$ cat config.mk
export PLATFORM = sky130hd
export DESIGN_NAME = fe_frontend
export DESIGN_NICKNAME = d
export VERILOG_FILES = /design/src/fe_pkg.sv /design/src/fe_redirect.sv /design/src/fe_btb.sv /design/src/fe_fetch_ctrl.sv /design/src/fe_frontend.sv
export SDC_FILE = /design/constraint.sdc
export NUM_CORES = 1
export LEC_CHECK = 0
export BUFFER_PORTS_ARGS = -buffer_cell sky130_fd_sc_hd__buf_2
export CORE_AREA = 2 2 321 323
export CTS_BUF_LIST = sky130_fd_sc_hd__clkbuf_4
export CTS_CLUSTER_DIAMETER = 60
export DETAILED_ROUTE_END_ITERATION = 10
export DIE_AREA = 0 0 323 325
export GPL_ROUTABILITY_DRIVEN = 0
export PLACE_DENSITY = 0.73
export SYNTH_ARGS = -nofsm -noshare
export SYNTH_HDL_FRONTEND = slang
export SYNTH_HIERARCHICAL = 1
export SYNTH_SLANG_ARGS = --single-unit
$ cat constraint.sdc
create_clock -name i_clk -period 26.2 [get_ports i_clk]
set_clock_uncertainty 0.1 [all_clocks]
set_input_delay 3.93 -clock i_clk [delete_from_list [all_inputs] [get_ports i_clk]]
set_output_delay 3.93 -clock i_clk [all_outputs]
set_load 0.05 [all_outputs]
$ cat src/fe_pkg.sv
package fe_pkg;

  // ============================================================
  // widths
  // ============================================================
  localparam int VADDR_W    = 32;
  localparam int LINE_B     = 8;  // bytes per fetch line
  localparam int LINE_W     = 64;
  localparam int LINE_OFS_W = $clog2(LINE_B);

  typedef logic [VADDR_W-1:0] vaddr_t;
  typedef logic [LINE_W-1:0]  line_t;

  // ============================================================
  // enums
  // ============================================================
  // real exceptions carry their riscv cause number (medeleg bit)
  typedef enum logic [3:0] {
    ILLEGAL_INST    = 4'd2,
    ECALL_U         = 4'd8,
    ECALL_S         = 4'd9,
    SRET            = 4'd10,
    ECALL_M         = 4'd11,
    INST_PAGE_FAULT = 4'd12,
    SILENT_FLUSH    = 4'd13,
    ANOTHER_FLUSH   = 4'd14,
    MRET            = 4'd15
  } except_cause_t;

  typedef enum logic [1:0] {
    INIT         = 2'd0,
    FETCH_REQ    = 2'd1,
    WAIT_IC_FILL = 2'd2
  } fetch_state_t;

  // ============================================================
  // structs
  // ============================================================
  typedef struct packed {
    logic          valid;
    except_cause_t cause;
    vaddr_t        epc;
  } commit_flush_t;

  typedef struct packed {
    vaddr_t             mtvec;
    vaddr_t             stvec;
    vaddr_t             mepc;
    vaddr_t             sepc;
    logic [VADDR_W-1:0] medeleg;
  } csr_trap_t;

  typedef struct packed {
    logic   valid;
    logic   mispredict;
    logic   taken;
    vaddr_t pc;
    vaddr_t target;
  } br_upd_t;

  typedef struct packed {
    logic   valid;
    vaddr_t vaddr;
  } imem_req_t;

  typedef struct packed {
    logic  valid;
    logic  hit;
    line_t data;
  } imem_resp_t;

  typedef struct packed {
    vaddr_t pc;
    line_t  data;
  } disp_t;

  // clear offset bits down to the line boundary
  function automatic vaddr_t line_align(vaddr_t a);
    return a & ~vaddr_t'(LINE_B - 1);
  endfunction

endpackage

$ cat src/fe_redirect.sv
`timescale 1ns/10ps

module fe_redirect (
  input  fe_pkg::commit_flush_t i_commit,
  input  fe_pkg::csr_trap_t     i_csr,
  input  fe_pkg::br_upd_t       i_br_upd,
  output logic                  o_flush_valid,
  output fe_pkg::vaddr_t        o_flush_vaddr
);

  import fe_pkg::*;

  vaddr_t w_trap_vec;
  vaddr_t w_commit_target;
  logic   w_br_flush;

  // ============================================================
  // commit flush target
  // ============================================================

  // delegated traps go to supervisor vector
  assign w_trap_vec = i_csr.medeleg[i_commit.cause] ? i_csr.stvec : i_csr.mtvec;

  always_comb begin
    case (i_commit.cause)
      SILENT_FLUSH: begin
        w_commit_target = i_commit.epc + vaddr_t'(4);  // resume after the inst
      end
      ANOTHER_FLUSH: begin
        w_commit_target = i_commit.epc;  // refetch same inst
      end
      MRET: begin
        w_commit_target = i_csr.mepc;
      end
      SRET: begin
        w_commit_target = i_csr.sepc;
      end
      ECALL_U, ECALL_S, ECALL_M, INST_PAGE_FAULT, ILLEGAL_INST: begin
        w_commit_target = w_trap_vec;
      end
      default: begin
        w_commit_target = i_csr.mtvec;
      end
    endcase
  end

  // ============================================================
  // branch mispredict and priority
  // ============================================================
  assign w_br_flush = i_br_upd.valid & i_br_upd.mispredict;

  assign o_flush_valid = i_commit.valid | w_br_flush;

  // commit wins over a same-cycle mispredict
  assign o_flush_vaddr = i_commit.valid ? w_commit_target : i_br_upd.target;

endmodule

$ cat src/fe_btb.sv
`timescale 1ns/10ps

module fe_btb #(
  parameter int BTB_ENTRIES = 16
) (
  input  logic            i_clk,
  input  logic            i_reset_n,
  input  logic            i_lookup_valid,
  input  fe_pkg::vaddr_t  i_lookup_vaddr,
  input  fe_pkg::br_upd_t i_br_upd,
  output logic            o_s1_hit,
  output fe_pkg::vaddr_t  o_s1_target
);

  import fe_pkg::*;

  localparam int IDX_W = $clog2(BTB_ENTRIES);
  localparam int TAG_W = VADDR_W - LINE_OFS_W - IDX_W;

  typedef struct packed {
    logic [TAG_W-1:0] tag;
    vaddr_t           target;
  } btb_entry_t;

  logic [BTB_ENTRIES-1:0] r_valid;
  btb_entry_t             r_entry [BTB_ENTRIES];

  logic [IDX_W-1:0] w_upd_idx;
  logic [TAG_W-1:0] w_upd_tag;
  logic [IDX_W-1:0] w_lu_idx;
  logic [TAG_W-1:0] w_lu_tag;
  logic             w_lu_hit;

  assign w_upd_idx = i_br_upd.pc[LINE_OFS_W +: IDX_W];
  assign w_upd_tag = i_br_upd.pc[VADDR_W-1 -: TAG_W];
  assign w_lu_idx  = i_lookup_vaddr[LINE_OFS_W +: IDX_W];
  assign w_lu_tag  = i_lookup_vaddr[VADDR_W-1 -: TAG_W];

  // ============================================================
  // update
  // ============================================================
  always_ff @(posedge i_clk, negedge i_reset_n) begin
    if (!i_reset_n) begin
      r_valid <= '0;
    end else if (i_br_upd.valid) begin
      r_valid[w_upd_idx] <= i_br_upd.taken;  // not-taken drops the entry
    end
  end

  always_ff @(posedge i_clk) begin
    if (i_br_upd.valid & i_br_upd.taken) begin
      r_entry[w_upd_idx].tag    <= w_upd_tag;
      r_entry[w_upd_idx].target <= i_br_upd.target;
    end
  end

  // ============================================================
  // lookup registered into s1
  // ============================================================
  assign w_lu_hit = i_lookup_valid & r_valid[w_lu_idx] &
                    (r_entry[w_lu_idx].tag == w_lu_tag);

  always_ff @(posedge i_clk, negedge i_reset_n) begin
    if (!i_reset_n) begin
      o_s1_hit <= 1'b0;
    end else begin
      o_s1_hit <= w_lu_hit;
    end
  end

  always_ff @(posedge i_clk) begin
    o_s1_target <= line_align(r_entry[w_lu_idx].target);
  end

endmodule

$ cat src/fe_fetch_ctrl.sv
`timescale 1ns/10ps

module fe_fetch_ctrl #(
  parameter fe_pkg::vaddr_t RESET_PC = 32'h8000_0000
) (
  input  logic               i_clk,
  input  logic               i_reset_n,
  input  logic               i_flush_valid,
  input  fe_pkg::vaddr_t     i_flush_vaddr,
  input  logic               i_s1_hit,
  input  fe_pkg::vaddr_t     i_s1_target,
  input  fe_pkg::imem_resp_t i_imem_resp,
  input  logic               i_imem_refill,
  output fe_pkg::imem_req_t  o_imem_req,
  output logic               o_btb_lookup_valid,
  output fe_pkg::vaddr_t     o_btb_lookup_vaddr,
  output logic               o_disp_valid,
  output fe_pkg::disp_t      o_disp
);

  import fe_pkg::*;

  fetch_state_t r_state;
  fetch_state_t w_state_next;

  // s0
  vaddr_t r_pc;  // next sequential line
  vaddr_t w_pc_next;
  vaddr_t w_s0_vaddr;
  logic   w_req_valid;

  // s1, s2
  logic   r_s1_valid;
  vaddr_t r_s1_vaddr;
  logic   r_s2_valid;
  vaddr_t r_s2_vaddr;

  logic w_s1_pred;
  logic w_s2_live;
  logic w_s2_hit;
  logic w_s2_miss;

  // ============================================================
  // s2 response
  // ============================================================
  assign w_s2_live = r_s2_valid & i_imem_resp.valid & ~i_flush_valid;
  assign w_s2_hit  = w_s2_live & i_imem_resp.hit;
  assign w_s2_miss = w_s2_live & ~i_imem_resp.hit;

  assign w_s1_pred = r_s1_valid & i_s1_hit;

  // ============================================================
  // s0 address and state machine
  // ============================================================
  always_comb begin
    if (i_flush_valid) begin
      w_s0_vaddr = line_align(i_flush_vaddr);
    end else if (w_s1_pred) begin
      w_s0_vaddr = i_s1_target;  // already aligned by btb
    end else begin
      w_s0_vaddr = r_pc;
    end
  end

  always_comb begin
    w_state_next = r_state;
    w_req_valid  = 1'b0;
    w_pc_next    = r_pc;
    case (r_state)
      INIT: begin
        w_state_next = FETCH_REQ;
      end
      FETCH_REQ: begin
        if (w_s2_miss) begin
          w_state_next = WAIT_IC_FILL;
          w_pc_next    = r_s2_vaddr;  // park on the missed line
        end else begin
          w_req_valid = 1'b1;
          w_pc_next   = w_s0_vaddr + vaddr_t'(LINE_B);
        end
      end
      WAIT_IC_FILL: begin
        if (i_flush_valid | i_imem_refill) begin
          w_state_next = FETCH_REQ;
          w_req_valid  = 1'b1;
          w_pc_next    = w_s0_vaddr + vaddr_t'(LINE_B);
        end
      end
      default: begin
        w_state_next = INIT;
      end
    endcase
  end

  always_ff @(posedge i_clk, negedge i_reset_n) begin
    if (!i_reset_n) begin
      r_state <= INIT;
      r_pc    <= RESET_PC;
    end else begin
      r_state <= w_state_next;
      r_pc    <= w_pc_next;
    end
  end

  // ============================================================
  // pipeline valids and addresses
  // ============================================================
  always_ff @(posedge i_clk, negedge i_reset_n) begin
    if (!i_reset_n) begin
      r_s1_valid   <= 1'b0;
      r_s2_valid   <= 1'b0;
      o_disp_valid <= 1'b0;
    end else begin
      r_s1_valid   <= w_req_valid;
      r_s2_valid   <= r_s1_valid & ~i_flush_valid & ~w_s2_miss;  // killed as younger
      o_disp_valid <= w_s2_hit;
    end
  end

  always_ff @(posedge i_clk) begin
    r_s1_vaddr <= w_s0_vaddr;
    r_s2_vaddr <= r_s1_vaddr;
    if (w_s2_hit) begin
      o_disp.pc   <= r_s2_vaddr;
      o_disp.data <= i_imem_resp.data;
    end
  end

  assign o_imem_req.valid   = w_req_valid;
  assign o_imem_req.vaddr   = w_s0_vaddr;
  assign o_btb_lookup_valid = w_req_valid;
  assign o_btb_lookup_vaddr = w_s0_vaddr;

endmodule

$ cat src/fe_frontend.sv
`timescale 1ns/10ps

module fe_frontend #(
  parameter int             BTB_ENTRIES = 16,
  parameter fe_pkg::vaddr_t RESET_PC    = 32'h8000_0000
) (
  input  logic                  i_clk,
  input  logic                  i_reset_n,
  input  fe_pkg::commit_flush_t i_commit,
  input  fe_pkg::csr_trap_t     i_csr,
  input  fe_pkg::br_upd_t       i_br_upd,
  input  fe_pkg::imem_resp_t    i_imem_resp,
  input  logic                  i_imem_refill,
  output fe_pkg::imem_req_t     o_imem_req,
  output logic                  o_disp_valid,
  output fe_pkg::disp_t         o_disp
);

  import fe_pkg::*;

  logic   w_flush_valid;
  vaddr_t w_flush_vaddr;
  logic   w_btb_lookup_valid;
  vaddr_t w_btb_lookup_vaddr;
  logic   w_s1_hit;
  vaddr_t w_s1_target;

  fe_redirect u_redirect (
    .i_commit      (i_commit),
    .i_csr         (i_csr),
    .i_br_upd      (i_br_upd),
    .o_flush_valid (w_flush_valid),
    .o_flush_vaddr (w_flush_vaddr)
  );

  fe_btb #(
    .BTB_ENTRIES (BTB_ENTRIES)
  ) u_btb (
    .i_clk          (i_clk),
    .i_reset_n      (i_reset_n),
    .i_lookup_valid (w_btb_lookup_valid),
    .i_lookup_vaddr (w_btb_lookup_vaddr),
    .i_br_upd       (i_br_upd),
    .o_s1_hit       (w_s1_hit),
    .o_s1_target    (w_s1_target)
  );

  fe_fetch_ctrl #(
    .RESET_PC (RESET_PC)
  ) u_fetch_ctrl (
    .i_clk              (i_clk),
    .i_reset_n          (i_reset_n),
    .i_flush_valid      (w_flush_valid),
    .i_flush_vaddr      (w_flush_vaddr),
    .i_s1_hit           (w_s1_hit),
    .i_s1_target        (w_s1_target),
    .i_imem_resp        (i_imem_resp),
    .i_imem_refill      (i_imem_refill),
    .o_imem_req         (o_imem_req),
    .o_btb_lookup_valid (w_btb_lookup_valid),
    .o_btb_lookup_vaddr (w_btb_lookup_vaddr),
    .o_disp_valid       (o_disp_valid),
    .o_disp             (o_disp)
  );

endmodule

---- Yosys cells after proc, flatten, opt, wreduce, memory -nomap -nowiden ----
Memory sizes are Yosys's and may differ from the RTL's.
Index checks and enable logic that the tools add are counted.
word-level totals
  bits in registers ....................... 243
  memory bits (writable) .................. 912
  output and inout port bits .............. 130
  memories ................................ 1
  bits of input ports ..................... 333
cells by class
  reduce and logical (&&, ||, !) cells .... 6
  $add $sub $neg .......................... 2
  equal/unequal tests ..................... 14
  bitwise logic cells ..................... 16
  mux-type cells .......................... 23
  $lt $le $gt $ge ......................... 4
memories
  name           words  bits a word  rd ports  clocked after Yosys merged registers in  wr ports  RTL line      source
  u_btb.r_entry  16     57           1         0                                        1         fe_btb.sv:26  btb_entry_t r_entry [BTB_ENTRIES];
operators with widths
  kind                   count
  $mux 32                6
  $pmux 32 s5            1
  $pmux 32 s2            1
  $add 32x3->32 const B  1
  $add 32x4->32 const B  1
  $eq 4x4->1 const B     8
  $eq 25x25->1           1
  $bwmux 16              1
  $and 1x1->1            11
  $lt 4x5->1 const B     2
  $bmux 1 s4             2
  $mux 1                 7
  $lt 4x6->1 const B     1
  $pmux 2 s3             1
  $reduce_or 5->1        1
  $demux 1 s4            1
  $eq 4x2->1 const B     1
  $ge 4x1->1 const B     1
  $mux 2                 2
  $ne 2x1->1 const B     2
  $reduce_and 2->1       2
  $not 1->1              3
  $eq 2x1->1 const B     1
  $eq 2x2->1 const B     1
  other kinds (5)        6

---- Longest topological paths before layout ----
  depth after elaboration ................. 10
  depth in mapped cells ................... 22
  depth with buffers taken out ............ 16

---- Hierarchy ----
Netlist, hierarchy kept.
by module, submodules not included
  module         instances  seq. area each (um^2)  area each (um^2)  cells an instance
  fe_btb         1          26950.8                34679.5           1492
  fe_fetch_ctrl  1          5091.1                 7762.4            594
  fe_redirect    1          0.0                    2852.7            401

---- Worst setup path after synthesis ----
OpenSTA, ideal clock, no wires.
  kind .................................... input port to flip-flop
  start point ............................. input port i_commit[36] in the netlist's numbering
  end point ............................... register u_fetch_ctrl.o_disp_valid
  cell stages on the path ................. 11
  arrival ................................. 12739 ps
  library setup time ...................... 837 ps
  path buffers ............................ 8
  data required time ...................... 25263 ps
  setup slack ............................. 12524 ps
  cell sequence ........................... clkbuf_1 inv_1 clkbuf_1 buf_1 nand2_1 buf_6 buf_8 buf_2 buf_2 buf_2 nor3b_1
on the way
  longest elaborated chain between the ends .. 4
RTL lines
  item                             RTL line              source
  from (decl)                      fe_frontend.sv:9      input fe_pkg::commit_flush_t i_commit,
  $or 1x1->1                       fe_redirect.sv:52     assign o_flush_valid = i_commit.valid | w_br_flush;
  named net w_flush_valid          fe_frontend.sv:21     logic w_flush_valid;
  $not 1->1                        fe_fetch_ctrl.sv:46   assign w_s2_live = r_s2_valid & i_imem_resp.valid & ~i_flush_valid;
  $and 1x1->1                      fe_fetch_ctrl.sv:46
  $and 1x1->1                      fe_fetch_ctrl.sv:47   assign w_s2_hit = w_s2_live & i_imem_resp.hit;
  named net u_fetch_ctrl.w_s2_hit  fe_fetch_ctrl.sv:40   logic w_s2_hit;
  to (signal assigned)             fe_fetch_ctrl.sv:116  o_disp_valid <= w_s2_hit;
  to (decl)                        fe_fetch_ctrl.sv:17   output logic o_disp_valid,
The timed path passes the listed nets, and every way through them passes these cells.
A chain may end at the register's enable or synchronous reset.

==> results by group <==
Outcome
  – Run status: finished, final reports clean

Detailed routing
  – DRC: 0
  – Final wirelength: 129 mm
  – WL per Instance: roughly 28 um
  – Via count: between 20000 and 30000
  – Via/cell ratio: between 5 and 6
  – Antenna Violating Nets Remaining: 0
  – 1st-pass router iterations: 7
  – First DRT Iteration DRCs: 2745

Pwr
  – Power per cell area: 83.4 nW/um^2
  – Clock share of power: 0.331
  – Switching pwr: between 0.001 and 0.0015 W
  – Sw Share: 0.281
  – Leak: approximately 18 nW
  – Combinational Power Share: 0.194
  – Seq pwr share: 0.475
  – Worst-case vdd ir drop: between 0.04 and 0.05 mV
  – Internal power: 0.00313 W

CTS
  – Insertion delay to the later sink of the worst-skew pair: ~1100 ps
  – TritonCTS Buffers: 284
  – Clock Sinks: 1107
  – Worst-path clk slew: ~70 ps
  – Setup Fix Bufs, Post-CTS: 0
  – CTS tree: built
  – H-tree Lvls: 5
  – Post_cts resized: 0
  – Hold bufs inserted after CTS: 0
  – Max Buffers Root-to-Sink: 4
  – CTS Root Cell: clkbuf_4

Min path
  – Worst Hold Depth: 0
  – Worst Hold Class: register to register

Final layout
  – Register area: about 32000 sq um
  – Non-filler instance count after layout: 4637
  – Multi-input logic area: around 12000 sq um
  – Share of layout cells above drive strength 1: 0.394
  – Layout area overhead: 15.7%
  – Fillers: a little over 8000
  – Final instance area: roughly 52000 sq um
  – Net count, final: roughly 3400

Synthesis
  – Post-synthesis area per instance: approximately 18 sq um
  – Cell count after synthesis: approximately 2500
  – YS warnings: 6
  – Synthesized area: about 45000 sq um

Worst setup path
  – Crit path DAT: about 8000 ps
  – Crit path launch type: input port
  – CP Max Fanout: 39
  – Critical path class: input port to output pin
  – CP Data Required Time: 22170 ps
  – CP Capture Type: output pin
  – Reg2Reg Depth: 11

Floorplan
  – Chip Height: 325 um
  – Die ar.: approximately 100000 sq um
  – Io pins: between 400 and 500
  – Core Region: between 100000 and 150000 sq um
  – Std-Cell Rows: between 100 and 150
  – Initial core utilization: 0.445
  – Die width: around 320 um

Global route
  – Initial antenna violation count: 26
  – Largest net degree at the start of global routing: 109
  – Total GRT Usage: 0.242
  – First-pass GRT wire length: 182 mm
  – Vias in the first global route: 26800
  – Grt ovf: 0

Placed design
  – Placed insts: between 4000 and 5000
  – I/O Buffers: roughly 430
  – Placed wire-length estimate: 80.2 mm
  – Post-DP Area: about 49000 sq um

Timing
  – Slew headroom: 0.214
  – Minimum clock period: roughly 12000 ps
  – FMAX: 0.0831 GHz
  – Max-slew violations: 0
  – # setup viols final: 0
  – Final hold vios: 0
  – Worst Tran Pin Value: between 1000 and 1500 ps
  – Final period util: 0.459
  – RSZ-0062 raised after global routing: no
  – Setup TNS Final: 0 ps

Job
  – Maxcap violations: 0
stage by stage:
stage / hold WS, ps / setup slack, ps / power (W) / util
floorplan: 210 / 12520 / 0.00268 / -
global placement: 210 / 14250 / 0.00293 / 0.480
detailed placement: 212 / 14260 / 0.00295 / 0.480
CTS: 170 / 14250 / 0.00439 / 0.515
global route: 169 / 14120 / 0.00453 / 0.515
finish: 186 / 14160 / 0.00435 / 0.515
area by class of cell:
cell class,count,share of cell area
tap,1368,0.0328
clock inverter,60,0.00645
timing repair buffer,494,0.0516
inverter,28,0.00201
sequential,1107,0.614
clock buffer,425,0.0611
multi-input combinational,1146,0.232
antenna,9,0.000431
cell usage in the layout, fill, tap and decap left out, types with 20 or more instances in the layout:
master / count
nand3_1: 29
a211oi_1: 29
and3_1: 23
a21oi_1: 40
nor2b_1: 27
edfxtp_1: 960
mux4_2: 247
nand4_1: 20
mux2_2: 25
xnor2_1: 43
o21ai_0: 61
xor2_1: 35
clkbuf_4: 425
mux2i_1: 93
buf_2: 426
dfxtp_1: 93
dfrtp_1: 53
nand2_1: 86
clkinv_1: 45
inv_1: 27
a221oi_1: 27
nor2_1: 94
buf_4: 64
worst paths after layout:
check                                            startpoint                           to  slack [ps]
worst min register to register  u_fetch_ctrl/r_s1_vaddr[20]  u_fetch_ctrl/r_s2_vaddr[20]         190
min in group asynchronous                         i_reset_n             u_btb/r_valid[7]        2860
max in group asynchronous                         i_reset_n        u_fetch_ctrl/r_pc[21]       22560
worst min-delay path            u_fetch_ctrl/r_s1_vaddr[20]  u_fetch_ctrl/r_s2_vaddr[20]         190
worst max-delay path                           i_commit[32]               o_imem_req[15]       14160
worst max register to register      u_fetch_ctrl/r_s1_valid               u_btb/o_s1_hit       20400
worst max-delay path, stage by stage:
cell and delay [ps]:
buf_2 80, buf_4 490, mux4_2 580, mux2i_1 160
mux2_4 530, mux2_2 260, a221oi_1 120, a211oi_1 810
nand2_1 140, o311a_1 210, inv_1 330, buf_2 340
sequential cells by signal, summed over array words and instances (netlist names), 2 cells and up:
name	cells
u_btb/o_s1_target	29
u_fetch_ctrl/o_disp	96
u_btb/r_entry	864
u_fetch_ctrl/r_state	2
u_btb/r_valid	16
u_fetch_ctrl/r_pc	32
u_fetch_ctrl/r_s1_vaddr	32
u_fetch_ctrl/r_s2_vaddr	32
layer usage:
metal / share of wire / routed length [um] / GRT usage
met2: 0.48 / 62100 / 0.389
met1: 0.36 / 46200 / 0.298
met4: 0.044 / 5690 / 0.119
met3: 0.11 / 14500 / 0.0736
met5: 0.00082 / 105 / 0
power by group through the flow:
stage / clock network, W / registers [W] / logic (W)
after floorplan: 0 / 0.00208 / 0.000595
after global placement: 0 / 0.00210 / 0.000832
after detailed placement: 0 / 0.00211 / 0.000841
after CTS: 0.00147 / 0.00207 / 0.000844
after global routing: 0.00156 / 0.00207 / 0.000896
final: 0.00144 / 0.00207 / 0.000845
Power figures use the tool's default switching activity.
